`src/hdl/sdram_tg_defines.svh`:
```
`ifndef SDRAM_TG_DEFINES_SVH
`define SDRAM_TG_DEFINES_SVH

// --------------------
// Bus and pin widths
// --------------------
`define SDRAM_DW    16
`define SDRAM_AW    13
`define SDRAM_COLW  9
`define SDRAM_BAW   2
`define WB_AW       24

// Words covered by one traffic sweep
`define TG_WORDS    64

// --------------------
// SDRAM timing in clock cycles
// --------------------
// Power-up wait, shortened for simulation
`define T_INIT      100
// ACTIVE to READ/WRITE
`define T_RCD       2
// Precharge recovery, also used after mode load
`define T_RP        2
// Auto-refresh recovery
`define T_RFC       7
// Longest allowed gap between refreshes
`define T_REFI      390
`define CAS_LAT     2

`endif

```
`src/hdl/sdram_tg_pkg.sv`:
```
`include "sdram_tg_defines.svh"

package sdram_tg_pkg;

    // Command encoding is {ras_n, cas_n, we_n}
    typedef enum logic [2:0] {
        CMD_LOAD_MODE = 3'b000,
        CMD_REFRESH   = 3'b001,
        CMD_PRECHARGE = 3'b010,
        CMD_ACTIVE    = 3'b011,
        CMD_WRITE     = 3'b100,
        CMD_READ      = 3'b101,
        CMD_NOP       = 3'b111
    } sdram_cmd_e;

    // Command and address pins towards the memory
    typedef struct packed {
        logic                  cke;
        sdram_cmd_e            cmd;
        logic [`SDRAM_BAW-1:0] ba;
        logic [`SDRAM_AW-1:0]  a;
        logic [1:0]            dqm;
    } sdram_pins_t;

    // --------------------
    // Wishbone style bus
    // --------------------
    typedef struct packed {
        logic                 cyc;
        logic                 stb;
        logic                 we;
        logic [`WB_AW-1:0]    adr;
        logic [`SDRAM_DW-1:0] dat;
    } wb_req_t;

    typedef struct packed {
        logic                 ack;
        logic                 stall;
        logic [`SDRAM_DW-1:0] dat;
    } wb_rsp_t;

    typedef enum logic [3:0] {
        INIT_WAIT,
        INIT_PRECHARGE,
        INIT_REFRESH,
        INIT_MODE,
        IDLE,
        REFRESH,
        ACTIVATE,
        ACCESS,
        READ_WAIT,
        RECOVER
    } ctrl_state_e;

    typedef enum logic [1:0] {
        TG_IDLE,
        TG_WRITE,
        TG_READ,
        TG_NEXT
    } tg_state_e;

endpackage

```
`src/hdl/sdram_ctrl.sv`:
```
`timescale 1ns/1ps
`include "sdram_tg_defines.svh"

module sdram_ctrl (
    input  logic                     clk,
    input  logic                     arst_n,
    input  sdram_tg_pkg::wb_req_t    bus_req,
    output sdram_tg_pkg::wb_rsp_t    bus_rsp,
    output sdram_tg_pkg::sdram_pins_t sdram_pins,
    output logic                     sdram_clk,
    output logic [`SDRAM_DW-1:0]     sdram_wdata,
    output logic                     sdram_wdata_en,
    input  logic [`SDRAM_DW-1:0]     sdram_rdata
);
    import sdram_tg_pkg::*;

    localparam int AW      = `SDRAM_AW;
    localparam int WAIT_W  = $clog2(`T_INIT + 1);
    localparam int REFI_W  = $clog2(`T_REFI + 1);
    localparam int CAS_W   = $clog2(`CAS_LAT + 1);
    localparam int COL_LSB = `SDRAM_BAW;
    localparam int ROW_LSB = `SDRAM_BAW + `SDRAM_COLW;

    // Single location writes, CAS latency, sequential, burst length 1
    localparam logic [AW-1:0] MODE_REG =
        AW'({3'b000, 1'b1, 2'b00, 3'(`CAS_LAT), 1'b0, 3'b000});

    ctrl_state_e             state;
    logic [WAIT_W-1:0]       wait_cnt;
    logic                    wait_done;
    logic [REFI_W-1:0]       refi_cnt;
    logic                    ref_pending;
    logic                    ref_issue;
    logic [CAS_W-1:0]        cas_cnt;
    logic                    rd_capture;
    logic                    init_ref_last;
    sdram_pins_t             pins_q;
    logic                    ack_q;
    logic                    wdata_en_q;
    logic                    stall;
    logic                    accept;

    logic                    req_we_q;
    logic [`SDRAM_COLW-1:0]  req_col_q;
    logic [`SDRAM_DW-1:0]    wdat_q;
    logic [`SDRAM_DW-1:0]    rdat_q;

    assign wait_done  = (wait_cnt == '0);
    assign ref_issue  = (state == IDLE) && ref_pending;
    assign rd_capture = (state == READ_WAIT) && (cas_cnt == '0);

    // Only an idle controller with no refresh due takes a request
    assign stall  = !((state == IDLE) && !ref_pending);
    assign accept = bus_req.cyc && bus_req.stb && !stall;

    // --------------------
    // Refresh interval
    // --------------------
    always_ff @(posedge clk or negedge arst_n) begin
        if (!arst_n) begin
            refi_cnt    <= REFI_W'(`T_REFI - 1);
            ref_pending <= 1'b0;
        end else if (refi_cnt == '0) begin
            refi_cnt    <= REFI_W'(`T_REFI - 1);
            ref_pending <= 1'b1;
        end else begin
            refi_cnt <= refi_cnt - 1'b1;
            if (ref_issue) begin
                ref_pending <= 1'b0;
            end
        end
    end

    // --------------------
    // Command sequencer
    // --------------------
    always_ff @(posedge clk or negedge arst_n) begin
        if (!arst_n) begin
            state         <= INIT_WAIT;
            wait_cnt      <= WAIT_W'(`T_INIT - 1);
            cas_cnt       <= '0;
            init_ref_last <= 1'b0;
            pins_q        <= '{cke: 1'b0, cmd: CMD_NOP, ba: '0, a: '0, dqm: 2'b11};
            ack_q         <= 1'b0;
            wdata_en_q    <= 1'b0;
        end else begin
            // Commands and strobes last one cycle
            pins_q.cke <= 1'b1;
            pins_q.cmd <= CMD_NOP;
            ack_q      <= 1'b0;
            wdata_en_q <= 1'b0;
            if (!wait_done) begin
                wait_cnt <= wait_cnt - 1'b1;
            end

            case (state)
                INIT_WAIT: if (wait_done) begin
                    // Precharge all banks
                    pins_q.cmd   <= CMD_PRECHARGE;
                    pins_q.a[10] <= 1'b1;
                    wait_cnt     <= WAIT_W'(`T_RP - 1);
                    state        <= INIT_PRECHARGE;
                end
                INIT_PRECHARGE: if (wait_done) begin
                    pins_q.cmd <= CMD_REFRESH;
                    wait_cnt   <= WAIT_W'(`T_RFC - 1);
                    state      <= INIT_REFRESH;
                end
                INIT_REFRESH: if (wait_done) begin
                    if (!init_ref_last) begin
                        pins_q.cmd    <= CMD_REFRESH;
                        init_ref_last <= 1'b1;
                        wait_cnt      <= WAIT_W'(`T_RFC - 1);
                    end else begin
                        pins_q.cmd <= CMD_LOAD_MODE;
                        pins_q.ba  <= '0;
                        pins_q.a   <= MODE_REG;
                        wait_cnt   <= WAIT_W'(`T_RP - 1);
                        state      <= INIT_MODE;
                    end
                end
                INIT_MODE: if (wait_done) begin
                    pins_q.dqm <= 2'b00;
                    state      <= IDLE;
                end
                IDLE: begin
                    if (ref_issue) begin
                        pins_q.cmd <= CMD_REFRESH;
                        wait_cnt   <= WAIT_W'(`T_RFC - 1);
                        state      <= REFRESH;
                    end else if (accept) begin
                        // Open the row addressed by the request
                        pins_q.cmd <= CMD_ACTIVE;
                        pins_q.ba  <= bus_req.adr[`SDRAM_BAW-1:0];
                        pins_q.a   <= bus_req.adr[ROW_LSB +: `SDRAM_AW];
                        wait_cnt   <= WAIT_W'(`T_RCD - 1);
                        state      <= ACTIVATE;
                    end
                end
                REFRESH: if (wait_done) begin
                    state <= IDLE;
                end
                ACTIVATE: if (wait_done) begin
                    // Column access with A10 set for auto-precharge
                    pins_q.cmd <= req_we_q ? CMD_WRITE : CMD_READ;
                    pins_q.a   <= AW'({1'b1, 1'b0, req_col_q});
                    wdata_en_q <= req_we_q;
                    state      <= ACCESS;
                end
                ACCESS: begin
                    if (req_we_q) begin
                        ack_q    <= 1'b1;
                        wait_cnt <= WAIT_W'(`T_RP - 1);
                        state    <= RECOVER;
                    end else begin
                        cas_cnt <= CAS_W'(`CAS_LAT - 1);
                        state   <= READ_WAIT;
                    end
                end
                READ_WAIT: begin
                    if (rd_capture) begin
                        ack_q    <= 1'b1;
                        wait_cnt <= WAIT_W'(`T_RP - 1);
                        state    <= RECOVER;
                    end else begin
                        cas_cnt <= cas_cnt - 1'b1;
                    end
                end
                RECOVER: if (wait_done) begin
                    state <= IDLE;
                end
                default: state <= IDLE;
            endcase
        end
    end

    // Request payload and read data
    always_ff @(posedge clk) begin
        if (accept) begin
            req_we_q  <= bus_req.we;
            req_col_q <= bus_req.adr[COL_LSB +: `SDRAM_COLW];
            wdat_q    <= bus_req.dat;
        end
        if (rd_capture) begin
            rdat_q <= sdram_rdata;
        end
    end

    always_comb begin
        bus_rsp.ack   = ack_q;
        bus_rsp.stall = stall;
        bus_rsp.dat   = rdat_q;
    end

    // Memory runs on the controller clock
    assign sdram_clk      = clk;
    assign sdram_pins     = pins_q;
    assign sdram_wdata    = wdat_q;
    assign sdram_wdata_en = wdata_en_q;

endmodule

```
`src/hdl/wbm_traffic_gen.sv`:
```
`timescale 1ns/1ps
`include "sdram_tg_defines.svh"

module wbm_traffic_gen (
    input  logic                  clk,
    input  logic                  arst_n,
    input  logic                  enable,
    output sdram_tg_pkg::wb_req_t bus_req,
    input  sdram_tg_pkg::wb_rsp_t bus_rsp,
    output logic                  data_mismatch,
    output logic [7:0]            sweep_count
);
    import sdram_tg_pkg::*;

    localparam int ADDR_W = $clog2(`TG_WORDS);
    localparam logic [ADDR_W-1:0] LAST_ADDR = ADDR_W'(`TG_WORDS - 1);

    tg_state_e            state;
    logic [ADDR_W-1:0]    addr_cnt;
    logic [7:0]           addr_byte;
    logic [`SDRAM_DW-1:0] pattern;
    logic                 last_word;

    // Address in the high byte, its inverse low, both XORed with the sweep
    assign addr_byte = 8'(addr_cnt);
    assign pattern   = {addr_byte, ~addr_byte} ^ {sweep_count, sweep_count};
    assign last_word = (addr_cnt == LAST_ADDR);

    // --------------------
    // Sweep sequencer
    // --------------------
    always_ff @(posedge clk or negedge arst_n) begin
        if (!arst_n) begin
            state         <= TG_IDLE;
            addr_cnt      <= '0;
            sweep_count   <= '0;
            data_mismatch <= 1'b0;
        end else begin
            case (state)
                TG_IDLE: begin
                    addr_cnt <= '0;
                    if (enable) begin
                        state <= TG_WRITE;
                    end
                end
                TG_WRITE: if (bus_rsp.ack) begin
                    addr_cnt <= last_word ? '0 : addr_cnt + 1'b1;
                    if (!enable) begin
                        state <= TG_IDLE;
                    end else if (last_word) begin
                        state <= TG_READ;
                    end
                end
                TG_READ: if (bus_rsp.ack) begin
                    // Sticky until reset
                    if (bus_rsp.dat != pattern) begin
                        data_mismatch <= 1'b1;
                    end
                    addr_cnt <= last_word ? '0 : addr_cnt + 1'b1;
                    if (last_word) begin
                        state <= TG_NEXT;
                    end else if (!enable) begin
                        state <= TG_IDLE;
                    end
                end
                TG_NEXT: begin
                    sweep_count <= sweep_count + 1'b1;
                    addr_cnt    <= '0;
                    state       <= enable ? TG_WRITE : TG_IDLE;
                end
                default: state <= TG_IDLE;
            endcase
        end
    end

    // One request held open per access until ack
    always_comb begin
        bus_req.cyc = (state == TG_WRITE) || (state == TG_READ);
        bus_req.stb = bus_req.cyc;
        bus_req.we  = (state == TG_WRITE);
        bus_req.adr = `WB_AW'(addr_cnt);
        bus_req.dat = pattern;
    end

endmodule

```
`src/hdl/sdram_tg_top.sv`:
```
`timescale 1ns/1ps
`include "sdram_tg_defines.svh"

module sdram_tg_top (
    input  logic                      clk,
    input  logic                      arst_n,
    input  logic                      enable,
    output logic                      data_mismatch,
    output logic [7:0]                sweep_count,
    output sdram_tg_pkg::sdram_pins_t sdram_pins,
    output logic                      sdram_clk,
    output logic [`SDRAM_DW-1:0]      sdram_wdata,
    output logic                      sdram_wdata_en,
    input  logic [`SDRAM_DW-1:0]      sdram_rdata
);
    import sdram_tg_pkg::*;

    // Memory access bus between generator and controller
    wb_req_t tg_req;
    wb_rsp_t ctrl_rsp;

    wbm_traffic_gen u_traffic_gen (
        .clk           (clk          ),
        .arst_n        (arst_n       ),
        .enable        (enable       ),
        .bus_req       (tg_req       ),
        .bus_rsp       (ctrl_rsp     ),
        .data_mismatch (data_mismatch),
        .sweep_count   (sweep_count  )
    );

    sdram_ctrl u_sdram_ctrl (
        .clk            (clk           ),
        .arst_n         (arst_n        ),
        .bus_req        (tg_req        ),
        .bus_rsp        (ctrl_rsp      ),
        .sdram_pins     (sdram_pins    ),
        .sdram_clk      (sdram_clk     ),
        .sdram_wdata    (sdram_wdata   ),
        .sdram_wdata_en (sdram_wdata_en),
        .sdram_rdata    (sdram_rdata   )
    );

endmodule

```
`config.mk`:
```
export PLATFORM = sky130hd
export DESIGN_NAME = sdram_tg_top
export DESIGN_NICKNAME = d
export VERILOG_FILES = /design/src/hdl/sdram_tg_pkg.sv /design/src/hdl/sdram_ctrl.sv /design/src/hdl/wbm_traffic_gen.sv /design/src/hdl/sdram_tg_top.sv
export VERILOG_INCLUDE_DIRS = /design/src /design/src/hdl
export SDC_FILE = /design/constraint.sdc
export NUM_CORES = 1
export LEC_CHECK = 0
export BUFFER_PORTS_ARGS = -buffer_cell sky130_fd_sc_hd__buf_2
export CORE_ASPECT_RATIO = 0.5
export CORE_UTILIZATION = 55
export CTS_BUF_LIST = sky130_fd_sc_hd__clkbuf_4 sky130_fd_sc_hd__clkbuf_8 sky130_fd_sc_hd__clkbuf_16
export DETAILED_ROUTE_END_ITERATION = 12
export GPL_TIMING_DRIVEN = 0
export PLACE_DENSITY = 0.77
export SLEW_MARGIN = 10
export SYNTH_ARGS = -nofsm -noshare
export SYNTH_HDL_FRONTEND = slang
export SYNTH_SLANG_ARGS = --single-unit
```
`constraint.sdc`:
```
create_clock -name clk -period 2.8 [get_ports clk]
set_input_delay 0.56 -clock clk [delete_from_list [all_inputs] [get_ports clk]]
set_output_delay 0.56 -clock clk [all_outputs]
set_load 0.03 [all_outputs]
```
# Word-level counts from Yosys, hierarchy flattened
# Index checks and enable logic that the tools add are counted.
# W data, S select, Z words.
# op_classes
n_addsub,5
eq_ne,32
mux,61
bitwise,2
reduce_logical,28
# op_table
operator,n
$mux W7,8
$pmux W7 S6,1
$mux W18,2
$mux W4,9
$pmux W4 S8,1
$mux W15,2
$pmux W10 S3,1
$ne A2 B1 Y1 const B,10
$mux W2,9
$eq A4 B3 Y1 const B,4
$ne A16 B16 Y1,1
$xor A14 B16 Y16,1
$mux W3,5
$pmux W3 S5,1
$mux W13,1
$mux W6,2
$pmux W6 S2,1
$mux W1,11
$ne A2 B2 Y1 const B,5
$reduce_and A5 Y1,2
$logic_not A9 Y1,1
$mux W9,1
$sub A9 B1 Y9 const B,1
$add A8 B1 Y8 const B,1
34 further kinds,47
# totals
ff_bits,101
out_inout_bits,48
wordCells,150

# Longest topological paths before layout
# Gate-level depths: netlist of the first run.
# depth
word_depth,6
mapped_depth,12
mapped_depth_nobuf,10

# Hierarchy
# From an unflattened synthesis of the first run, not the netlist that was laid out.
# hier_totals
cells_unflattened,456
hier_area_um2,5163.7
# modules_own_cells
module,n_inst,cells_per_inst,area_per_inst_um2
sdram_ctrl,1,315,3867.5
wbm_traffic_gen,1,141,1296.2

==> run metrics, run 1 <==
final slew viol count 0; Critical Path AT 2870 ps; Cell Pwr Density 990 nW/um2; post-CTS setup buffer count 0; Cell Rows 22; Global Route Usage Sum 23.9%; count of cell types in the netlist 61; area after detailed placement 4870 um2; # resized after CTS 0; number of warnings reported in the yosys synthesis log 0; critical path fanouts, max 24; net total in the final layout 496; iteration-0 DRC count of the detailed router 405; total iterations of the first detailed-routing run 5; number of antenna violations at the first check in global routing 0; crit start category flop; number of flops mapped to enable cells by yosys 37; Core Region 7540 um2; RePlAce Congestion 0.883; Hold Fails Final Rpt 0; ANT nets after route 0; achievable clock frequency 0.402 GHz; biggest area contributors in the synthesized netlist edfxtp_1 (25%), dfrtp_1 (25%), dfstp_2 (7.1%), xnor2_1 (3.8%), ha_1 (3.7%); Ant. Diodes 0; post-synthesis async set-or-reset flop share 60.2%; summed negative setup slack over all endpoints 0 ps; Detailed Route WL 8690 um; number of DRC violations after detailed routing 0; number of register bits inferred by synthesis 93; worst hold slack 151 ps; final instance count without filler cells 577; proportion of synthesized chip area in sequential cells 57.2%; Pleak 2.26 nW; Vert. Die Dim 65.4 um; latest clock arrival within the worst-skew pair 460 ps; # setup viols final 0; post-synthesis instance area 4420 um2; max_slew headroom 25.8%; TritonCTS clock tree yes; largest net degree at the start of global routing 57; final cell area excluding filler cells 5250 um2; number of hold-repair buffers added at the cts stage 0; Setup Crit Path Kind flop to flop; wire length of the first global-routing pass 14800 um; via count of the routed design 3131; share of layout cells above drive strength 1 26.9%; Reg-to-Reg Start u_sdram_ctrl.state[1]$_DFFE_PN0P_; total congestion overflow 0; gate count of the mapped netlist 385; count of fill cells added during filler insertion 563; P&R area growth vs syn 18.9%; Clock Pin Slew Worst Setup and Hold Paths 60 ps; routed wirelength normalized by instance count 15.1 um; reg2reg path depth 6; vias in the first global route 3084; num ports 67; Slew @ Worst Pin 1110 ps; per-cell via count in the routed design 5.43; status finished, final reports clean; most used flip-flop cell after synthesis dfrtp_1; Chip Width 129 um; worst min-delay path class input port to async pin; clock tree skew after final layout 10.5 ps; MaxCap Viol Count 0; RSZ-0062 raised after global routing no; starting density of the core 58.5%; post-placement cell count 558; Buffers on Ports 60; total die area 8410 um2; required time at the endpoint of the critical path 3190 ps; Synth top area share 25.2%; r2r setup slk 310 ps; capture instance of the worst register-to-register path u_sdram_ctrl.wait_cnt[0]$_DFF_PN1_; maximum resistive drop on vdd 0.698 mV; Tcrit/Tclk final 88.8%; shortest period the worst path allows 2490 ps; placed wire-length estimate after detailed placement 5870 um; Worst setup EP type flop; per-instance average area after synthesis 11.5 um2; Yosys top cell by area edfxtp_1
==> Yosys cell counts, types with 3 or more instances <==
master,n
or2_2,7
buf_4,13
a21oi_1,16
and3_1,8
mux2i_1,7
xnor2_1,19
nor2_1,29
clkbuf_1,4
a22oi_1,4
nand3_1,5
nor4_1,4
a22o_1,3
nand4_1,5
dfrtp_1,44
dfstp_2,12
nor3b_1,8
nand2b_1,3
nor3_1,9
o21ai_0,10
nand3b_1,7
o22ai_1,4
ha_1,13
buf_2,3
a21o_1,3
nand2_1,28
xor2_1,7
inv_1,25
nor2b_1,5
mux2_2,3
edfxtp_1,37
==> metrics by stage <==
stage | utilization, % | setup slack, ps | total power, W
after floorplan | - | 695 | 0.00329
after global placement | 64.6 | 387 | 0.00372
after detailed placement | 64.6 | 383 | 0.00374
after CTS | 69.6 | 312 | 0.00522
after global routing | 69.6 | 109 | 0.00552
final | 69.6 | 313 | 0.00520
==> flip-flops by register name (all words and copies together), names as in the netlist <==
| register | flops |
|---|---|
| u_sdram_ctrl.ack_q | 1 |
| u_sdram_ctrl.cas_cnt | 2 |
| u_sdram_ctrl.init_ref_last | 1 |
| u_sdram_ctrl.rdat_q | 16 |
| u_sdram_ctrl.ref_pending | 1 |
| u_sdram_ctrl.refi_cnt | 9 |
| u_sdram_ctrl.req_col_q | 4 |
| u_sdram_ctrl.req_we_q | 1 |
| u_sdram_ctrl.sdram_pins | 13 |
| u_sdram_ctrl.sdram_wdata | 16 |
| u_sdram_ctrl.sdram_wdata_en | 1 |
| u_sdram_ctrl.state | 4 |
| u_sdram_ctrl.wait_cnt | 7 |
| u_traffic_gen.addr_cnt | 6 |
| u_traffic_gen.data_mismatch | 1 |
| u_traffic_gen.state | 2 |
| u_traffic_gen.sweep_count | 8 |
==> critical path: stages, from the launching register on <==
cell     delay [ps]
dfrtp_1         380
buf_4           170
or2_2           320
nor2_1          270
and3_1          950
nor3_1          190
nand3_1         150
==> cell families after synthesis <==
| group | count (synthesis) | share of synthesized area (%) |
|---|---|---|
| muxes | 10 | 2.35 |
| adders and majority gates | 13 | 3.68 |
| other | 2 | 0.170 |
| xor gates and xnor gates | 26 | 5.16 |
| AOI/OAI and AO/OA | 62 | 9.61 |
| DFF | 93 | 57.2 |
| and+or+nand+nor | 131 | 16.3 |
| buffers and inverters | 48 | 5.44 |
==> cell usage in the layout, fill, tap and decap left out, drive strengths merged, types with 3 or more instances in the layout <==
master and count:
nor3 10, nand2 28, nand4 5, nor2b 5, dfstp 12, and3 8, xor2 7, buf 78
ha 13, xnor2 19, clkbuf 17, a21o 3, a22o 3, or2 7, o22ai 4, a21oi 17
mux2 3, nand3 5, conb 7, nor2 29, a22oi 4, o21ai 11, nor4 5, inv 28
nand3b 7, nor3b 9, nand2b 4, dfrtp 44, edfxtp 37, mux2i 7
==> report_power, final <==
group	switching, W	total (W)	internal [W]
registers	0.000176	0.00188	0.00170
logic	0.00115	0.00182	0.000670
clock network	0.000580	0.00150	0.000919
total	0.00191	0.00520	0.00329
==> routing by layer <==
metal	GRT usage, %	routed length, um	up-vias
li1	-	-	1498
met1	30.8	3860	1481
met2	36.5	3940	138
met3	9.20	780	14
met4	9.56	110	0
met5	0	0	-
==> final cells by class <==
class | count | area [um2] | share of cell area (%)
well taps | 108 | 135 | 2.57
flip-flops and latches | 93 | 2530 | 48.1
plain buffers | 22 | 143 | 2.72
inverters | 26 | 97.6 | 1.86
clock inverters | 6 | 71.3 | 1.36
multi-input cells | 249 | 1670 | 31.7
clock buffers | 14 | 313 | 5.96
repair buffers | 59 | 298 | 5.67
==> how the worst max path moves through the flow <==
stage / to / cells after the start / slack, ps / startpoint
6_report: u_sdram_ctrl.wait_cnt[0]$_DFF_PN1_ / 6 / 310 / u_sdram_ctrl.state[1]$_DFFE_PN0P_
5_1_grt: u_sdram_ctrl.wait_cnt[0]$_DFF_PN1_ / 6 / 110 / u_sdram_ctrl.state[1]$_DFFE_PN0P_
4_1_cts: sdram_clk / 4 / 310 / clk
3_5_place_dp: u_sdram_ctrl.sdram_wdata[8]$_DFFE_PP_ / 4 / 380 / u_sdram_ctrl.state[1]$_DFFE_PN0P_
3_3_place_gp: u_sdram_ctrl.sdram_wdata[11]$_DFFE_PP_ / 4 / 390 / u_sdram_ctrl.state[1]$_DFFE_PN0P_
2_1_floorplan: sdram_clk / 1 / 690 / clk
(Power assumes the default switching activity.)
==> run 2: changes to the inputs <==
==> constraint.sdc (replaced) <==
create_clock -name clk -period 2.9 [get_ports clk]
set_input_delay 0.145 -clock clk [delete_from_list [all_inputs] [get_ports clk]]
set_output_delay 0.145 -clock clk [all_outputs]
set_load 0.03 [all_outputs]
==> run metrics, run 2 (same netlist as run 1, synthesis figures left out) <==
latest clock arrival within the worst-skew pair 460 ps (about the same); largest net degree at the start of global routing 57 (unchanged); count of fill cells added during filler insertion 537 (was 563); maximum resistive drop on vdd 0.734 mV (was 0.698 mV); placed wire-length estimate after detailed placement 5870 um (unchanged); Ant. Diodes 0 (unchanged); via count of the routed design 3237 (was 3131); Critical Path AT 2870 ps (about the same); biggest cell delay along the critical path 940 ps (was 950 ps); total iterations of the first detailed-routing run 5 (unchanged); P&R area growth vs syn 22.8% (was 18.9%); crit start category flop (unchanged); Tcrit/Tclk final 85.6% (was 88.8%); capture instance of the worst register-to-register path u_sdram_ctrl.wait_cnt[0]$_DFF_PN1_ (unchanged); final slew viol count 0 (unchanged); RePlAce Congestion 0.883 (unchanged); slack of the critical path 418 ps (was 313 ps); Reg-to-Reg Start u_sdram_ctrl.state[1]$_DFFE_PN0P_ (unchanged); Worst setup EP type flop (unchanged); Vert. Die Dim 65.4 um (unchanged); cell family contributing the most delay on the critical path simple AND/OR/NAND/NOR gates (unchanged); achievable clock frequency 0.403 GHz (was 0.402 GHz); number of antenna violations at the first check in global routing 0 (unchanged); starting density of the core 58.5% (unchanged); wire length of the first global-routing pass 15700 um (was 14800 um); MaxCap Viol Count 0 (unchanged); share of layout cells above drive strength 1 25.9% (was 26.9%); ANT nets after route 0 (unchanged); area taken by flip-flops and latches 2530 um2 (unchanged); # resized after CTS 0 (unchanged); Pleak 2.33 nW (was 2.26 nW); met2 track demand over resource in global routing 39.7% (was 36.5%); summed negative setup slack over all endpoints 0 ps (unchanged); Cell Rows 22 (unchanged); RSZ-0062 raised after global routing no (unchanged); iteration-0 DRC count of the detailed router 377 (was 405); worst min-delay path class input port to flop (was input port to async pin); # setup viols final 0 (unchanged); per-cell via count in the routed design 5.45 (was 5.43); clock tree skew after final layout 8.89 ps (was 10.5 ps); total congestion overflow 0 (unchanged); buffering stage count on the worst path with inverters included 1 (unchanged); Clock Pin Slew Worst Setup and Hold Paths 60 ps (about the same); Buffers on Ports 60 (unchanged); Global Route Usage Sum 25.3% (was 23.9%); Chip Width 129 um (unchanged); max_slew headroom 26.0% (was 25.8%); Cell Pwr Density 935 nW/um2 (was 990 nW/um2); area taken by multi-input logic gates 1670 um2 (unchanged); cell-by-cell trace of the critical path buf_4 -> or2_2 -> nor2_1 -> and3_1 -> nor3_1 -> nand3_1 (unchanged); reg2reg path depth 6 (unchanged); total die area 8410 um2 (unchanged); endpoint of the worst hold path u_traffic_gen.state[0]$_DFFE_PN0P_; slowest cell on the critical path and3_1 (unchanged); critical hold path startpoint enable; number of DRC violations after detailed routing 0 (unchanged); final core utilization 71.9% (was 69.6%); commonest non-fill, non-tap cell in the layout buf_2 (unchanged); worst setup slack before clock tree synthesis 483 ps (was 383 ps); met3 track demand over resource in global routing 9.36% (was 9.20%); Worst Hold Path Cells 3; status finished, final reports clean (unchanged); net total in the final layout 513 (was 496); routed wirelength normalized by instance count 15.7 um (was 15.1 um); top library cells by usage in the layout, fill and taps aside buf_2 (62), dfrtp_1 (44), edfxtp_1 (37), nor2_1 (29), nand2_1 (28) (unchanged); vias in the first global route 3215 (was 3084); Hold Fails Final Rpt 0 (unchanged); critical path fanouts, max 24 (unchanged); num ports 67 (unchanged); busiest layer in global routing met2 (unchanged); M1 GR Usage 32.1% (was 30.8%); shortest period the worst path allows 2480 ps (was 2490 ps); Detailed Route WL 9340 um (was 8690 um); TritonCTS clock tree yes (unchanged); r2r setup slk 420 ps (was 310 ps); Slew @ Worst Pin 1110 ps (about the same); required time at the endpoint of the critical path 3290 ps (was 3190 ps); Core Region 7540 um2 (unchanged); Setup Crit Path Kind flop to flop (unchanged)
run 2: changes by cell type in the layout (fill, tap and decap cells not counted):
cell | before | now
dlygate4sd3_1 | 0 | 17
run 2: where the power goes:
part	switching, W	internal, W	total [W]
logic	0.00112	0.000662	0.00179
registers	0.000174	0.00165	0.00182
clock network	0.000572	0.000889	0.00146
run 2: worst max-delay path by stage:
stage	endpoint	depth (start not counted)	slack [ps]	start
after global routing	u_sdram_ctrl.wait_cnt[0]$_DFF_PN1_	6	210	u_sdram_ctrl.state[1]$_DFFE_PN0P_
final	u_sdram_ctrl.wait_cnt[0]$_DFF_PN1_	6	420	u_sdram_ctrl.state[1]$_DFFE_PN0P_
after CTS	u_sdram_ctrl.wait_cnt[0]$_DFF_PN1_	6	420	u_sdram_ctrl.state[1]$_DFFE_PN0P_
after global placement	u_sdram_ctrl.sdram_wdata[11]$_DFFE_PP_	4	490	u_sdram_ctrl.state[1]$_DFFE_PN0P_
after floorplan	u_sdram_ctrl.req_col_q[0]$_DFFE_PP_	4	860	u_sdram_ctrl.state[1]$_DFFE_PN0P_
after detailed placement	u_sdram_ctrl.sdram_wdata[8]$_DFFE_PP_	4	480	u_sdram_ctrl.state[1]$_DFFE_PN0P_
run 2: worst reg2reg max path, delay by kind of cell, from the launching register on:
| kind | cells | cell delay, ps |
|---|---|---|
| simple gates | 5 | 1870 |
| flops | 1 | 380 |
| buf+inv | 1 | 170 |
run 2: layout make-up:
| class | instances | share of cell area [%] |
|---|---|---|
| multi-input cells | 249 | 30.7 |
| well taps | 108 | 2.49 |
| clock inverters | 6 | 1.32 |
| flip-flops and latches | 93 | 46.6 |
| plain buffers | 22 | 2.63 |
| inverters | 26 | 1.80 |
| clock buffers | 14 | 5.77 |
| repair buffers | 76 | 8.63 |
run 2: what timing repair did:
action                    CTS  global route
hold buffers               17             0
buffers inserted            0             0
hold endpoints to repair   22             0
run 2: per-layer routing:
| metal | vias up | share of wire, % | routed length, um |
|---|---|---|---|
| li1 | 1533 | - | - |
| met1 | 1549 | 44 | 4120 |
| met2 | 134 | 46 | 4320 |
| met3 | 21 | 8.0 | 750 |
| met4 | 0 | 1.5 | 140 |
| met5 | - | 0 | 0 |
run 2: through the flow:
stage | instances | hold slack (ps) | power, W | cell area (um2)
finish | 594 | 27.2 | 0.00507 | 5420
floorplan | 390 | -151 | 0.00318 | 4430
global route | 594 | 60.1 | 0.00536 | 5420
global placement | 558 | 321 | 0.00359 | 4870
detailed placement | 558 | 323 | 0.00361 | 4870
CTS | 594 | 26.2 | 0.00506 | 5420
